File: config.mk
export PLATFORM = sky130hd
export DESIGN_NAME = rvfi_tracer
export DESIGN_NICKNAME = d
export VERILOG_FILES = /design/src/design/rvfi_trace_pkg.sv /design/src/design/rvfi_issue_capture.sv /design/src/design/rvfi_mem_capture.sv /design/src/design/rvfi_commit_pack.sv /design/src/design/rvfi_tracer.sv
export SDC_FILE = /design/constraint.sdc
export NUM_CORES = 2
export LEC_CHECK = 0
export BUFFER_PORTS_ARGS = -buffer_cell sky130_fd_sc_hd__buf_2
export CAP_MARGIN = 10
export CORE_ASPECT_RATIO = 1.75
export CORE_MARGIN = 4
export CORE_UTILIZATION = 40
export CTS_BUF_LIST = sky130_fd_sc_hd__clkbuf_2 sky130_fd_sc_hd__clkbuf_4 sky130_fd_sc_hd__clkbuf_8
export CTS_CLUSTER_SIZE = 28
export DETAILED_ROUTE_END_ITERATION = 10
export PLACE_DENSITY = 0.7
export SLEW_MARGIN = 15
export SYNTH_ARGS = -nofsm -noshare
export SYNTH_HDL_FRONTEND = slang
export SYNTH_HIERARCHICAL = 1
export SYNTH_SLANG_ARGS = --single-unit
File: constraint.sdc
create_clock -name clk_i -period 4.3 [get_ports clk_i]
set_clock_uncertainty 0.2 [all_clocks]
set_input_delay 0.86 -clock clk_i [delete_from_list [all_inputs] [get_ports clk_i]]
set_output_delay 0.86 -clock clk_i [all_outputs]
set_load 0.02 [all_outputs]
File: src/design/rvfi_trace_pkg.sv
// --------------------------------------------------------------------------
// Types shared by the RVFI tracer and its testbench
// XLEN is fixed at 32; no FP, vector or accelerator fields exist
// NR_SB_ENTRIES at the top must not exceed 2**TRANS_ID_BITS
// --------------------------------------------------------------------------
package rvfi_trace_pkg;

  // --------------------------------------------------------------------------
  // Widths
  // --------------------------------------------------------------------------
  localparam int unsigned XLEN = 32;
  localparam int unsigned XLEN_B = XLEN / 8;  // One mask bit per byte lane
  localparam int unsigned TRANS_ID_BITS = 3;  // 8 scoreboard slots

  // --------------------------------------------------------------------------
  // Encodings
  // --------------------------------------------------------------------------
  typedef enum logic [1:0] {
    FU_NONE, FU_LOAD, FU_STORE
  } fu_op_e;

  // Value 2 is left free, the record's mode field uses it for debug
  typedef enum logic [1:0] {
    PRIV_U = 2'd0, PRIV_S = 2'd1, PRIV_M = 2'd3
  } priv_lvl_e;

  typedef enum logic [4:0] {
    ILLEGAL_INSTR  = 5'd2,
    ENV_CALL_UMODE = 5'd8,
    ENV_CALL_SMODE = 5'd9,
    ENV_CALL_MMODE = 5'd11
  } exc_cause_e;

  // --------------------------------------------------------------------------
  // Probe bundles from the core pipeline
  // --------------------------------------------------------------------------
  typedef struct packed {
    logic        fetch_entry_valid;
    logic [31:0] instruction;        // Raw word, low half only if compressed
    logic        is_compressed;
    logic        issue_instr_ack;
    logic        flush;
  } fetch_probe_t;

  typedef struct packed {
    logic                     decoded_instr_valid;
    logic                     decoded_instr_ack;
    logic                     flush_unissued_instr;
    logic [TRANS_ID_BITS-1:0] issue_pointer;
    logic [XLEN-1:0]          rs1_forwarding;
    logic [XLEN-1:0]          rs2_forwarding;
  } issue_probe_t;

  typedef struct packed {
    fu_op_e                   fu;
    logic [XLEN_B-1:0]        be;
    logic [XLEN-1:0]          vaddr;
    logic [TRANS_ID_BITS-1:0] trans_id;
    logic [XLEN-1:0]          wdata;
    logic [XLEN-1:0]          mem_paddr;  // Store path only
  } lsu_probe_t;

  // One commit port
  typedef struct packed {
    logic                     valid;
    logic                     commit_ack;
    logic [TRANS_ID_BITS-1:0] commit_pointer;
    logic [XLEN-1:0]          pc;
    logic [4:0]               rs1;
    logic [4:0]               rs2;
    logic [4:0]               rd;
    logic [XLEN-1:0]          result;     // Load data for memory ops
    logic [XLEN-1:0]          wdata;      // Register file write data
  } commit_probe_t;

  typedef struct packed {
    logic       valid;
    exc_cause_e cause;
  } exception_t;

  // --------------------------------------------------------------------------
  // Table rows and the retirement record
  // --------------------------------------------------------------------------
  typedef struct packed {
    logic [31:0]     instr;
    logic [XLEN-1:0] rs1_rdata;
    logic [XLEN-1:0] rs2_rdata;
  } issue_rec_t;

  typedef struct packed {
    logic [XLEN-1:0]   addr;
    logic [XLEN_B-1:0] rmask;
    logic [XLEN_B-1:0] wmask;
    logic [XLEN-1:0]   wdata;
  } mem_rec_t;

  typedef struct packed {
    logic              valid;
    logic [31:0]       insn;
    logic              trap;
    exc_cause_e        cause;
    logic [1:0]        mode;
    logic [1:0]        ixl;
    logic [4:0]        rs1_addr;
    logic [4:0]        rs2_addr;
    logic [4:0]        rd_addr;
    logic [XLEN-1:0]   rd_wdata;
    logic [XLEN-1:0]   pc_rdata;
    logic [XLEN-1:0]   mem_addr;
    logic [XLEN-1:0]   mem_paddr;
    logic [XLEN_B-1:0] mem_rmask;
    logic [XLEN_B-1:0] mem_wmask;
    logic [XLEN-1:0]   mem_wdata;
    logic [XLEN-1:0]   mem_rdata;
    logic [XLEN-1:0]   rs1_rdata;
    logic [XLEN-1:0]   rs2_rdata;
  } rvfi_instr_t;

endpackage

File: src/design/rvfi_issue_capture.sv
`timescale 1ns/1ns
// --------------------------------------------------------------------------
// Instruction latch between decode and issue, plus the issue table
// The issue write takes the latched word whether or not the latch is valid
// Pointers at or above NR_SB_ENTRIES are ignored
// --------------------------------------------------------------------------
module rvfi_issue_capture
  import rvfi_trace_pkg::*;
#(
  parameter int unsigned NR_SB_ENTRIES = 8
) (
  input  logic                           clk_i,
  input  logic                           rst_i,
  input  logic                           clear_i,
  input  fetch_probe_t                   fetch_i,
  input  issue_probe_t                   issue_i,
  output issue_rec_t [NR_SB_ENTRIES-1:0] issue_tbl_o
);

  typedef struct packed {
    logic        valid;
    logic [31:0] instr;
  } instr_latch_t;

  instr_latch_t                   latch_q;
  instr_latch_t                   latch_d;
  logic [31:0]                    fetch_word;
  logic                           latch_load;
  logic                           issue_wr;
  issue_rec_t                     wr_row;
  issue_rec_t [NR_SB_ENTRIES-1:0] tbl_q;

  // --------------------------------------------------------------------------
  // Decode side latch
  // --------------------------------------------------------------------------
  // Compressed words keep only their low half
  assign fetch_word = fetch_i.is_compressed ? {16'h0000, fetch_i.instruction[15:0]}
                                            : fetch_i.instruction;

  // Accept when empty or when the held word leaves this cycle
  assign latch_load = fetch_i.fetch_entry_valid &&
                      (!latch_q.valid || fetch_i.issue_instr_ack);

  always_comb begin
    latch_d = latch_q;
    if (fetch_i.issue_instr_ack) begin
      latch_d.valid = 1'b0;
    end
    if (latch_load) begin
      latch_d.valid = 1'b1;
      latch_d.instr = fetch_word;
    end
    if (fetch_i.flush) begin
      latch_d.valid = 1'b0;  // Flush beats ack and fetch
    end
  end

  always_ff @(posedge clk_i) begin
    if (rst_i || clear_i) begin
      latch_q <= '0;
    end else begin
      latch_q <= latch_d;
    end
  end

  // --------------------------------------------------------------------------
  // Issue table, one row per transaction id
  // --------------------------------------------------------------------------
  assign issue_wr = issue_i.decoded_instr_valid && issue_i.decoded_instr_ack &&
                    !issue_i.flush_unissued_instr;

  assign wr_row = '{
    instr:     latch_q.instr,
    rs1_rdata: issue_i.rs1_forwarding,
    rs2_rdata: issue_i.rs2_forwarding
  };

  always_ff @(posedge clk_i) begin
    if (rst_i || clear_i) begin
      tbl_q <= '0;
    end else begin
      for (int i = 0; i < NR_SB_ENTRIES; i++) begin
        if (issue_wr && (issue_i.issue_pointer == TRANS_ID_BITS'(i))) begin
          tbl_q[i] <= wr_row;  // Old row is simply overwritten
        end
      end
    end
  end

  assign issue_tbl_o = tbl_q;

endmodule

File: src/design/rvfi_mem_capture.sv
`timescale 1ns/1ns
// --------------------------------------------------------------------------
// Memory access table indexed by LSU transaction id
// An issue into a slot clears its memory fields; an LSU write in the same
// cycle to the same slot lands on top of that clear
// --------------------------------------------------------------------------
module rvfi_mem_capture
  import rvfi_trace_pkg::*;
#(
  parameter int unsigned NR_SB_ENTRIES = 8
) (
  input  logic                         clk_i,
  input  logic                         rst_i,
  input  logic                         clear_i,
  input  lsu_probe_t                   lsu_i,
  input  issue_probe_t                 issue_i,
  output mem_rec_t [NR_SB_ENTRIES-1:0] mem_tbl_o
);

  logic [XLEN_B-1:0]            rmask;
  logic [XLEN_B-1:0]            wmask;
  logic                         slot_reissue;
  mem_rec_t [NR_SB_ENTRIES-1:0] tbl_q;

  // Byte enables split by operation kind
  assign rmask = (lsu_i.fu == FU_LOAD) ? lsu_i.be : '0;
  assign wmask = (lsu_i.fu == FU_STORE) ? lsu_i.be : '0;

  // Same strobe that writes the issue table
  assign slot_reissue = issue_i.decoded_instr_valid && issue_i.decoded_instr_ack &&
                        !issue_i.flush_unissued_instr;

  always_ff @(posedge clk_i) begin
    if (rst_i || clear_i) begin
      tbl_q <= '0;
    end else begin
      for (int i = 0; i < NR_SB_ENTRIES; i++) begin
        if (slot_reissue && (issue_i.issue_pointer == TRANS_ID_BITS'(i))) begin
          tbl_q[i] <= '0;
        end
        if (lsu_i.trans_id == TRANS_ID_BITS'(i)) begin
          if (rmask != '0) begin
            // Load leaves the store fields as they are
            tbl_q[i].addr  <= lsu_i.vaddr;
            tbl_q[i].rmask <= rmask;
          end else if (wmask != '0) begin
            tbl_q[i].addr  <= lsu_i.vaddr;
            tbl_q[i].wmask <= wmask;
            tbl_q[i].wdata <= lsu_i.wdata;
          end
        end
      end
    end
  end

  assign mem_tbl_o = tbl_q;

endmodule

File: src/design/rvfi_commit_pack.sv
`timescale 1ns/1ns
// --------------------------------------------------------------------------
// Combinational packer, one RVFI record per commit port
// mem_paddr is the live LSU value, not a per-slot copy
// A pointer past NR_SB_ENTRIES reads an all-zero row
// --------------------------------------------------------------------------
module rvfi_commit_pack
  import rvfi_trace_pkg::*;
#(
  parameter int unsigned NR_COMMIT_PORTS = 2,
  parameter int unsigned NR_SB_ENTRIES   = 8,
  parameter bit          DEBUG_EN        = 1'b1
) (
  input  issue_rec_t    [NR_SB_ENTRIES-1:0]   issue_tbl_i,
  input  mem_rec_t      [NR_SB_ENTRIES-1:0]   mem_tbl_i,
  input  commit_probe_t [NR_COMMIT_PORTS-1:0] commit_i,
  input  exception_t                          ex_i,
  input  priv_lvl_e                           priv_lvl_i,
  input  logic                                debug_mode_i,
  input  logic          [XLEN-1:0]            mem_paddr_i,
  output rvfi_instr_t   [NR_COMMIT_PORTS-1:0] rvfi_o
);

  logic [1:0]                       mode;
  logic                             env_call;
  issue_rec_t [NR_COMMIT_PORTS-1:0] port_issue;
  mem_rec_t   [NR_COMMIT_PORTS-1:0] port_mem;
  logic       [NR_COMMIT_PORTS-1:0] port_trap;

  // --------------------------------------------------------------------------
  // Table lookup
  // --------------------------------------------------------------------------
  function automatic issue_rec_t issue_row(input issue_rec_t [NR_SB_ENTRIES-1:0] tbl,
                                           input logic [TRANS_ID_BITS-1:0] ptr);
    issue_rec_t row;
    row = '0;
    for (int i = 0; i < NR_SB_ENTRIES; i++) begin
      if (ptr == TRANS_ID_BITS'(i)) begin
        row = tbl[i];
      end
    end
    return row;
  endfunction

  function automatic mem_rec_t mem_row(input mem_rec_t [NR_SB_ENTRIES-1:0] tbl,
                                       input logic [TRANS_ID_BITS-1:0] ptr);
    mem_rec_t row;
    row = '0;
    for (int i = 0; i < NR_SB_ENTRIES; i++) begin
      if (ptr == TRANS_ID_BITS'(i)) begin
        row = tbl[i];
      end
    end
    return row;
  endfunction

  assign mode = (DEBUG_EN && debug_mode_i) ? 2'b10 : priv_lvl_i;  // 2 marks debug mode
  // Environment calls retire even though they trap
  assign env_call = ex_i.cause inside {ENV_CALL_UMODE, ENV_CALL_SMODE, ENV_CALL_MMODE};

  // --------------------------------------------------------------------------
  // Record assembly
  // --------------------------------------------------------------------------
  always_comb begin
    for (int p = 0; p < NR_COMMIT_PORTS; p++) begin
      port_issue[p] = issue_row(issue_tbl_i, commit_i[p].commit_pointer);
      port_mem[p]   = mem_row(mem_tbl_i, commit_i[p].commit_pointer);
      port_trap[p]  = commit_i[p].valid && ex_i.valid;

      rvfi_o[p].valid     = (commit_i[p].commit_ack && !ex_i.valid) ||
                            (port_trap[p] && env_call);
      rvfi_o[p].insn      = port_issue[p].instr;
      rvfi_o[p].trap      = port_trap[p];
      rvfi_o[p].cause     = ex_i.cause;
      rvfi_o[p].mode      = mode;
      rvfi_o[p].ixl       = 2'd1;              // RV32
      rvfi_o[p].rs1_addr  = commit_i[p].rs1;
      rvfi_o[p].rs2_addr  = commit_i[p].rs2;
      rvfi_o[p].rd_addr   = commit_i[p].rd;
      rvfi_o[p].rd_wdata  = commit_i[p].wdata;
      rvfi_o[p].pc_rdata  = commit_i[p].pc;
      rvfi_o[p].mem_addr  = port_mem[p].addr;
      rvfi_o[p].mem_paddr = mem_paddr_i;
      rvfi_o[p].mem_rmask = port_mem[p].rmask;
      rvfi_o[p].mem_wmask = port_mem[p].wmask;
      rvfi_o[p].mem_wdata = port_mem[p].wdata;
      rvfi_o[p].mem_rdata = commit_i[p].result;  // Load data rides on result
      rvfi_o[p].rs1_rdata = port_issue[p].rs1_rdata;
      rvfi_o[p].rs2_rdata = port_issue[p].rs2_rdata;
    end
  end

endmodule

File: src/design/rvfi_tracer.sv
`timescale 1ns/1ns
// --------------------------------------------------------------------------
// RVFI tracer top: issue and memory capture feeding the commit packer
// Issue to readable slot takes one cycle, commit to record takes none
// NR_SB_ENTRIES must not exceed 2**TRANS_ID_BITS; the core is never stalled
// --------------------------------------------------------------------------
module rvfi_tracer
  import rvfi_trace_pkg::*;
#(
  parameter int unsigned NR_COMMIT_PORTS = 2,  // 1 or 2
  parameter int unsigned NR_SB_ENTRIES   = 8,
  parameter bit          DEBUG_EN        = 1'b1
) (
  input  logic                                clk_i,
  input  logic                                rst_i,
  input  logic                                clear_i,
  input  fetch_probe_t                        fetch_i,
  input  issue_probe_t                        issue_i,
  input  lsu_probe_t                          lsu_i,
  input  commit_probe_t [NR_COMMIT_PORTS-1:0] commit_i,
  input  exception_t                          ex_i,
  input  priv_lvl_e                           priv_lvl_i,
  input  logic                                debug_mode_i,
  output rvfi_instr_t   [NR_COMMIT_PORTS-1:0] rvfi_o
);

  issue_rec_t [NR_SB_ENTRIES-1:0] issue_tbl;
  mem_rec_t   [NR_SB_ENTRIES-1:0] mem_tbl;

  rvfi_issue_capture #(
    .NR_SB_ENTRIES (NR_SB_ENTRIES)
  ) u_issue_capture (
    .clk_i       (clk_i),
    .rst_i       (rst_i),
    .clear_i     (clear_i),
    .fetch_i     (fetch_i),
    .issue_i     (issue_i),
    .issue_tbl_o (issue_tbl)
  );

  // Issue strobe also resets the slot's memory fields
  rvfi_mem_capture #(
    .NR_SB_ENTRIES (NR_SB_ENTRIES)
  ) u_mem_capture (
    .clk_i     (clk_i),
    .rst_i     (rst_i),
    .clear_i   (clear_i),
    .lsu_i     (lsu_i),
    .issue_i   (issue_i),
    .mem_tbl_o (mem_tbl)
  );

  rvfi_commit_pack #(
    .NR_COMMIT_PORTS (NR_COMMIT_PORTS),
    .NR_SB_ENTRIES   (NR_SB_ENTRIES),
    .DEBUG_EN        (DEBUG_EN)
  ) u_commit_pack (
    .issue_tbl_i  (issue_tbl),
    .mem_tbl_i    (mem_tbl),
    .commit_i     (commit_i),
    .ex_i         (ex_i),
    .priv_lvl_i   (priv_lvl_i),
    .debug_mode_i (debug_mode_i),
    .mem_paddr_i  (lsu_i.mem_paddr),  // Straight from the LSU probe
    .rvfi_o       (rvfi_o)
  );

endmodule

==> key figures <==
Status
  • Status: complete, no violations

Timing
  • Final period utilization: a little over nine tenths
  • F_max: between 0.2 and 0.25 GHz
  • Measured slew at the worst slew-check pin: between 1 and 1.5 ns
  • Fin. Hold Viols: 0
  • # setup viols final: 0
  • Hold slack: around 0.12 ns
  • Rel. slew slack: approximately 17%
  • Max Slew Vio Count: 0
  • Final worst path period need: ~4.2 ns
  • Final setup TNS: 0 ns
  • RSZ-0062 raised after global routing: false

Critical path
  • WS Path Type: in -> out
  • Crit path launch type: input pin
  • Worst R2R Path Depth: 3
  • CP Max Fanout: 26
  • Critical path data required time: about 3.2 ns
  • CP Data Arrival Time: around 3 ns
  • Worst Setup End Kind: primary output

Synthesis
  • Ys flop type: dfxtp_1
  • Post-synthesis cell count: ~7300
  • Post-synth EDFFs: 0
  • Synth area leader: dfxtp_1
  • #FFs+latches synth: ~1400
  • Fraction of registers with async set/reset: 0%
  • Area contributors post-synth: dfxtp_1 36%, mux2i_1 13%, mux4_2 10%
  • Post-Syn Area: about 0.076 mm²
  • Sequential fraction of the synthesis area: roughly 36%
  • Post-synthesis cell type count: 46
  • Top cell type's share of synthesized area: between 30% and 40%
  • Synth warn: 6
  • Syn_area_per_cell: 10.4 µm²

Clocking
  • Hold_buf cts: 25
  • Clock root cell: clkbuf_8
  • Cts repair resizes: 0
  • Clock slew at reported path FFs: ~0.07 ns
  • Max H-tree Level: 4
  • Post-CTS Setup Inserts: 0
  • TritonCTS clock tree: yes
  • Clk sinks: 1377
  • Num CTS Buffers: ~210
  • Clk Latency, worst-skew pair: approximately 0.90 ns
  • Longest Clk Path Bufs: 4

Placed design
  • DP HPWL: 224000 µm
  • Inst Count DP: ~9400
  • IO Port Bufs: around 550
  • Gp weighted congestion: between 0.9 and 1
  • Placed Area: 0.0786 mm²

Die
  • Chip width: roughly 340 µm
  • Core Box Area: about 0.19 mm²
  • Starting Density: about 40%
  • # IOs: 1099
  • Die height: 584 µm
  • Core Rows: between 200 and 250
  • Die area: just under 0.2 mm²

Power
  • Lkg Pwr: between 30 and 40 nW
  • Power per cell area: 335 mW/mm²
  • Peak VDD IR: 0.307 mV
  • Final Total Pwr: between 20 and 30 mW

Detailed routing
  • 1st-iter DRT viols: between 7000 and 8000
  • DRT Pass-1 Iters: 7
  • Post-route DRC violation count: 0
  • Final ANT Viol Nets: 0
  • Via density per instance: 6.72
  • Routed wire length: ~350000 µm
  • WL per Instance: between 30 and 40 µm
  • Via count: approximately 66000

Finish
  • Fin area: approximately 0.084 mm²
  • Layout cells sized above 1: 29.1%
  • FILL cells: roughly 17000
  • Area Overhead vs Synth: 10.1%
  • Post-route insts no fill: between 9000 and 10000
  • Total Nets Final: 7604

GRT
  • Total grt overflow: 0
  • Initial antenna violation count: 32
  • Largest net degree at the start of global routing: ~210
  • Vias in the first global route: around 66000
  • Global-route wire length before repair: a little under 500000 µm
  • Total GRT Usage: between 30 and 40%

Worst hold path
  • Worst hold-check path type: in -> reg
  • Hold Crit Depth: 3

Job
  • Number of max-cap violations: 0
==> stage by stage <==
step / utilization, % / worst slack [ns]
floorplan: - / 0.950
global placement: 41.7 / 0.301
detailed placement: 41.7 / 0.270
CTS: 44.2 / 0.276
global route: 44.2 / 0.202
finish: 44.3 / 0.150
==> cell type report <==
cell class,instances,area [µm²],area share [%]
antenna,25,62.6,0.0749
tap,2449,3060,3.67
clock inverter,49,505,0.605
inverter,5,18.8,0.0225
timing repair buffer,849,6160,7.37
multi-input combinational,4705,42100,50.4
clock buffer,324,4090,4.90
sequential,1377,27600,33.0
==> cell usage after synthesis, drive strengths merged (2+ instances only) <==
master	number
a22oi	468
o22a	10
conb	2
nand2	871
or3	17
o211ai	32
buf	672
nor3	65
nor4	481
o21ai	32
o22ai	2
and3b	3
a21oi	32
nor3b	2
or3b	69
a2bb2oi	10
mux4	340
mux2i	976
nand2b	5
nor2b	3
dfxtp	1377
a21o	156
nor2	5
nand4b	16
nand3b	22
a41o	544
inv	5
or2	12
o221ai	10
clkbuf	562
nand3	21
mux2	492
==> registers in the layout, summed over array words and instances (netlist names) <==
register	cells
u_issue_capture/issue_tbl_o	768
u_mem_capture/mem_tbl_o	576
u_issue_capture/latch_q	33
==> cell usage in the layout (no fill, tap or decap), drive strengths merged, types with 22 or more instances in the layout <==
master	synthesis	routed
dfxtp	1377	1377
mux2i	976	976
nand2	871	871
buf	672	823
a41o	544	544
mux2	492	492
nor4	481	481
a22oi	468	468
mux4	340	340
clkbuf	562	325
a21o	156	156
or3b	69	69
nor3	65	65
clkinv	0	34
o21ai	32	32
a21oi	32	32
o211ai	32	32
diode	0	25
dlygate4sd3	0	25
nand3b	22	22
==> final timing paths <==
check | from | end | slack, ns
worst min-delay path | fetch_i[15] | u_issue_capture/latch_q[12]$_SDFFE_PP0P_ | 0.12
worst min register to register | u_issue_capture/issue_tbl_o[625]$_SDFFE_PP0P_ | u_issue_capture/issue_tbl_o[625]$_SDFFE_PP0P_ | 0.27
worst max register to register | u_issue_capture/latch_q[32]$_SDFFE_PP0P_ | u_issue_capture/latch_q[25]$_SDFFE_PP0P_ | 2.36
worst max-delay path | commit_i[227] | rvfi_o[490] | 0.15
==> power breakdown <==
group / internal (mW) / leakage (nW) / switching [mW]
combinational: 0.884 / 26.1 / 2.08
clock: 6.60 / 2.46 / 5.56
sequential: 12.8 / 11.1 / 0.0457
total: 20.3 / 39.7 / 7.69
==> worst max-delay path, cell delays in order <==
cell	delay, ns
buf_8	0.20
nor3b_2	0.30
buf_12	0.26
buf_4	0.26
a22oi_1	0.12
a22oi_1	0.73
buf_2	0.32
==> kinds of logic (layout without fill, tap and decap cells) <==
logic type	count (synthesis)	count (layout)	share of synthesized area (%)
xor gates and xnor gates	1	1	0.0115
other	2	29	0.00990
muxes	1808	1808	30.3
and+or+nand+nor	1595	1595	10.5
buffers and inverters	1239	1227	8.42
DFF	1377	1377	36.3
AOI/OAI and AO/OA	1297	1297	14.5
==> per-layer routing <==
metal	GRT usage (%)	share of wire [%]
met5	0.965	0.14
met4	31.3	11
met3	14.2	13
met2	52.9	45
met1	33.2	30
Power figures use the tool's default switching activity.
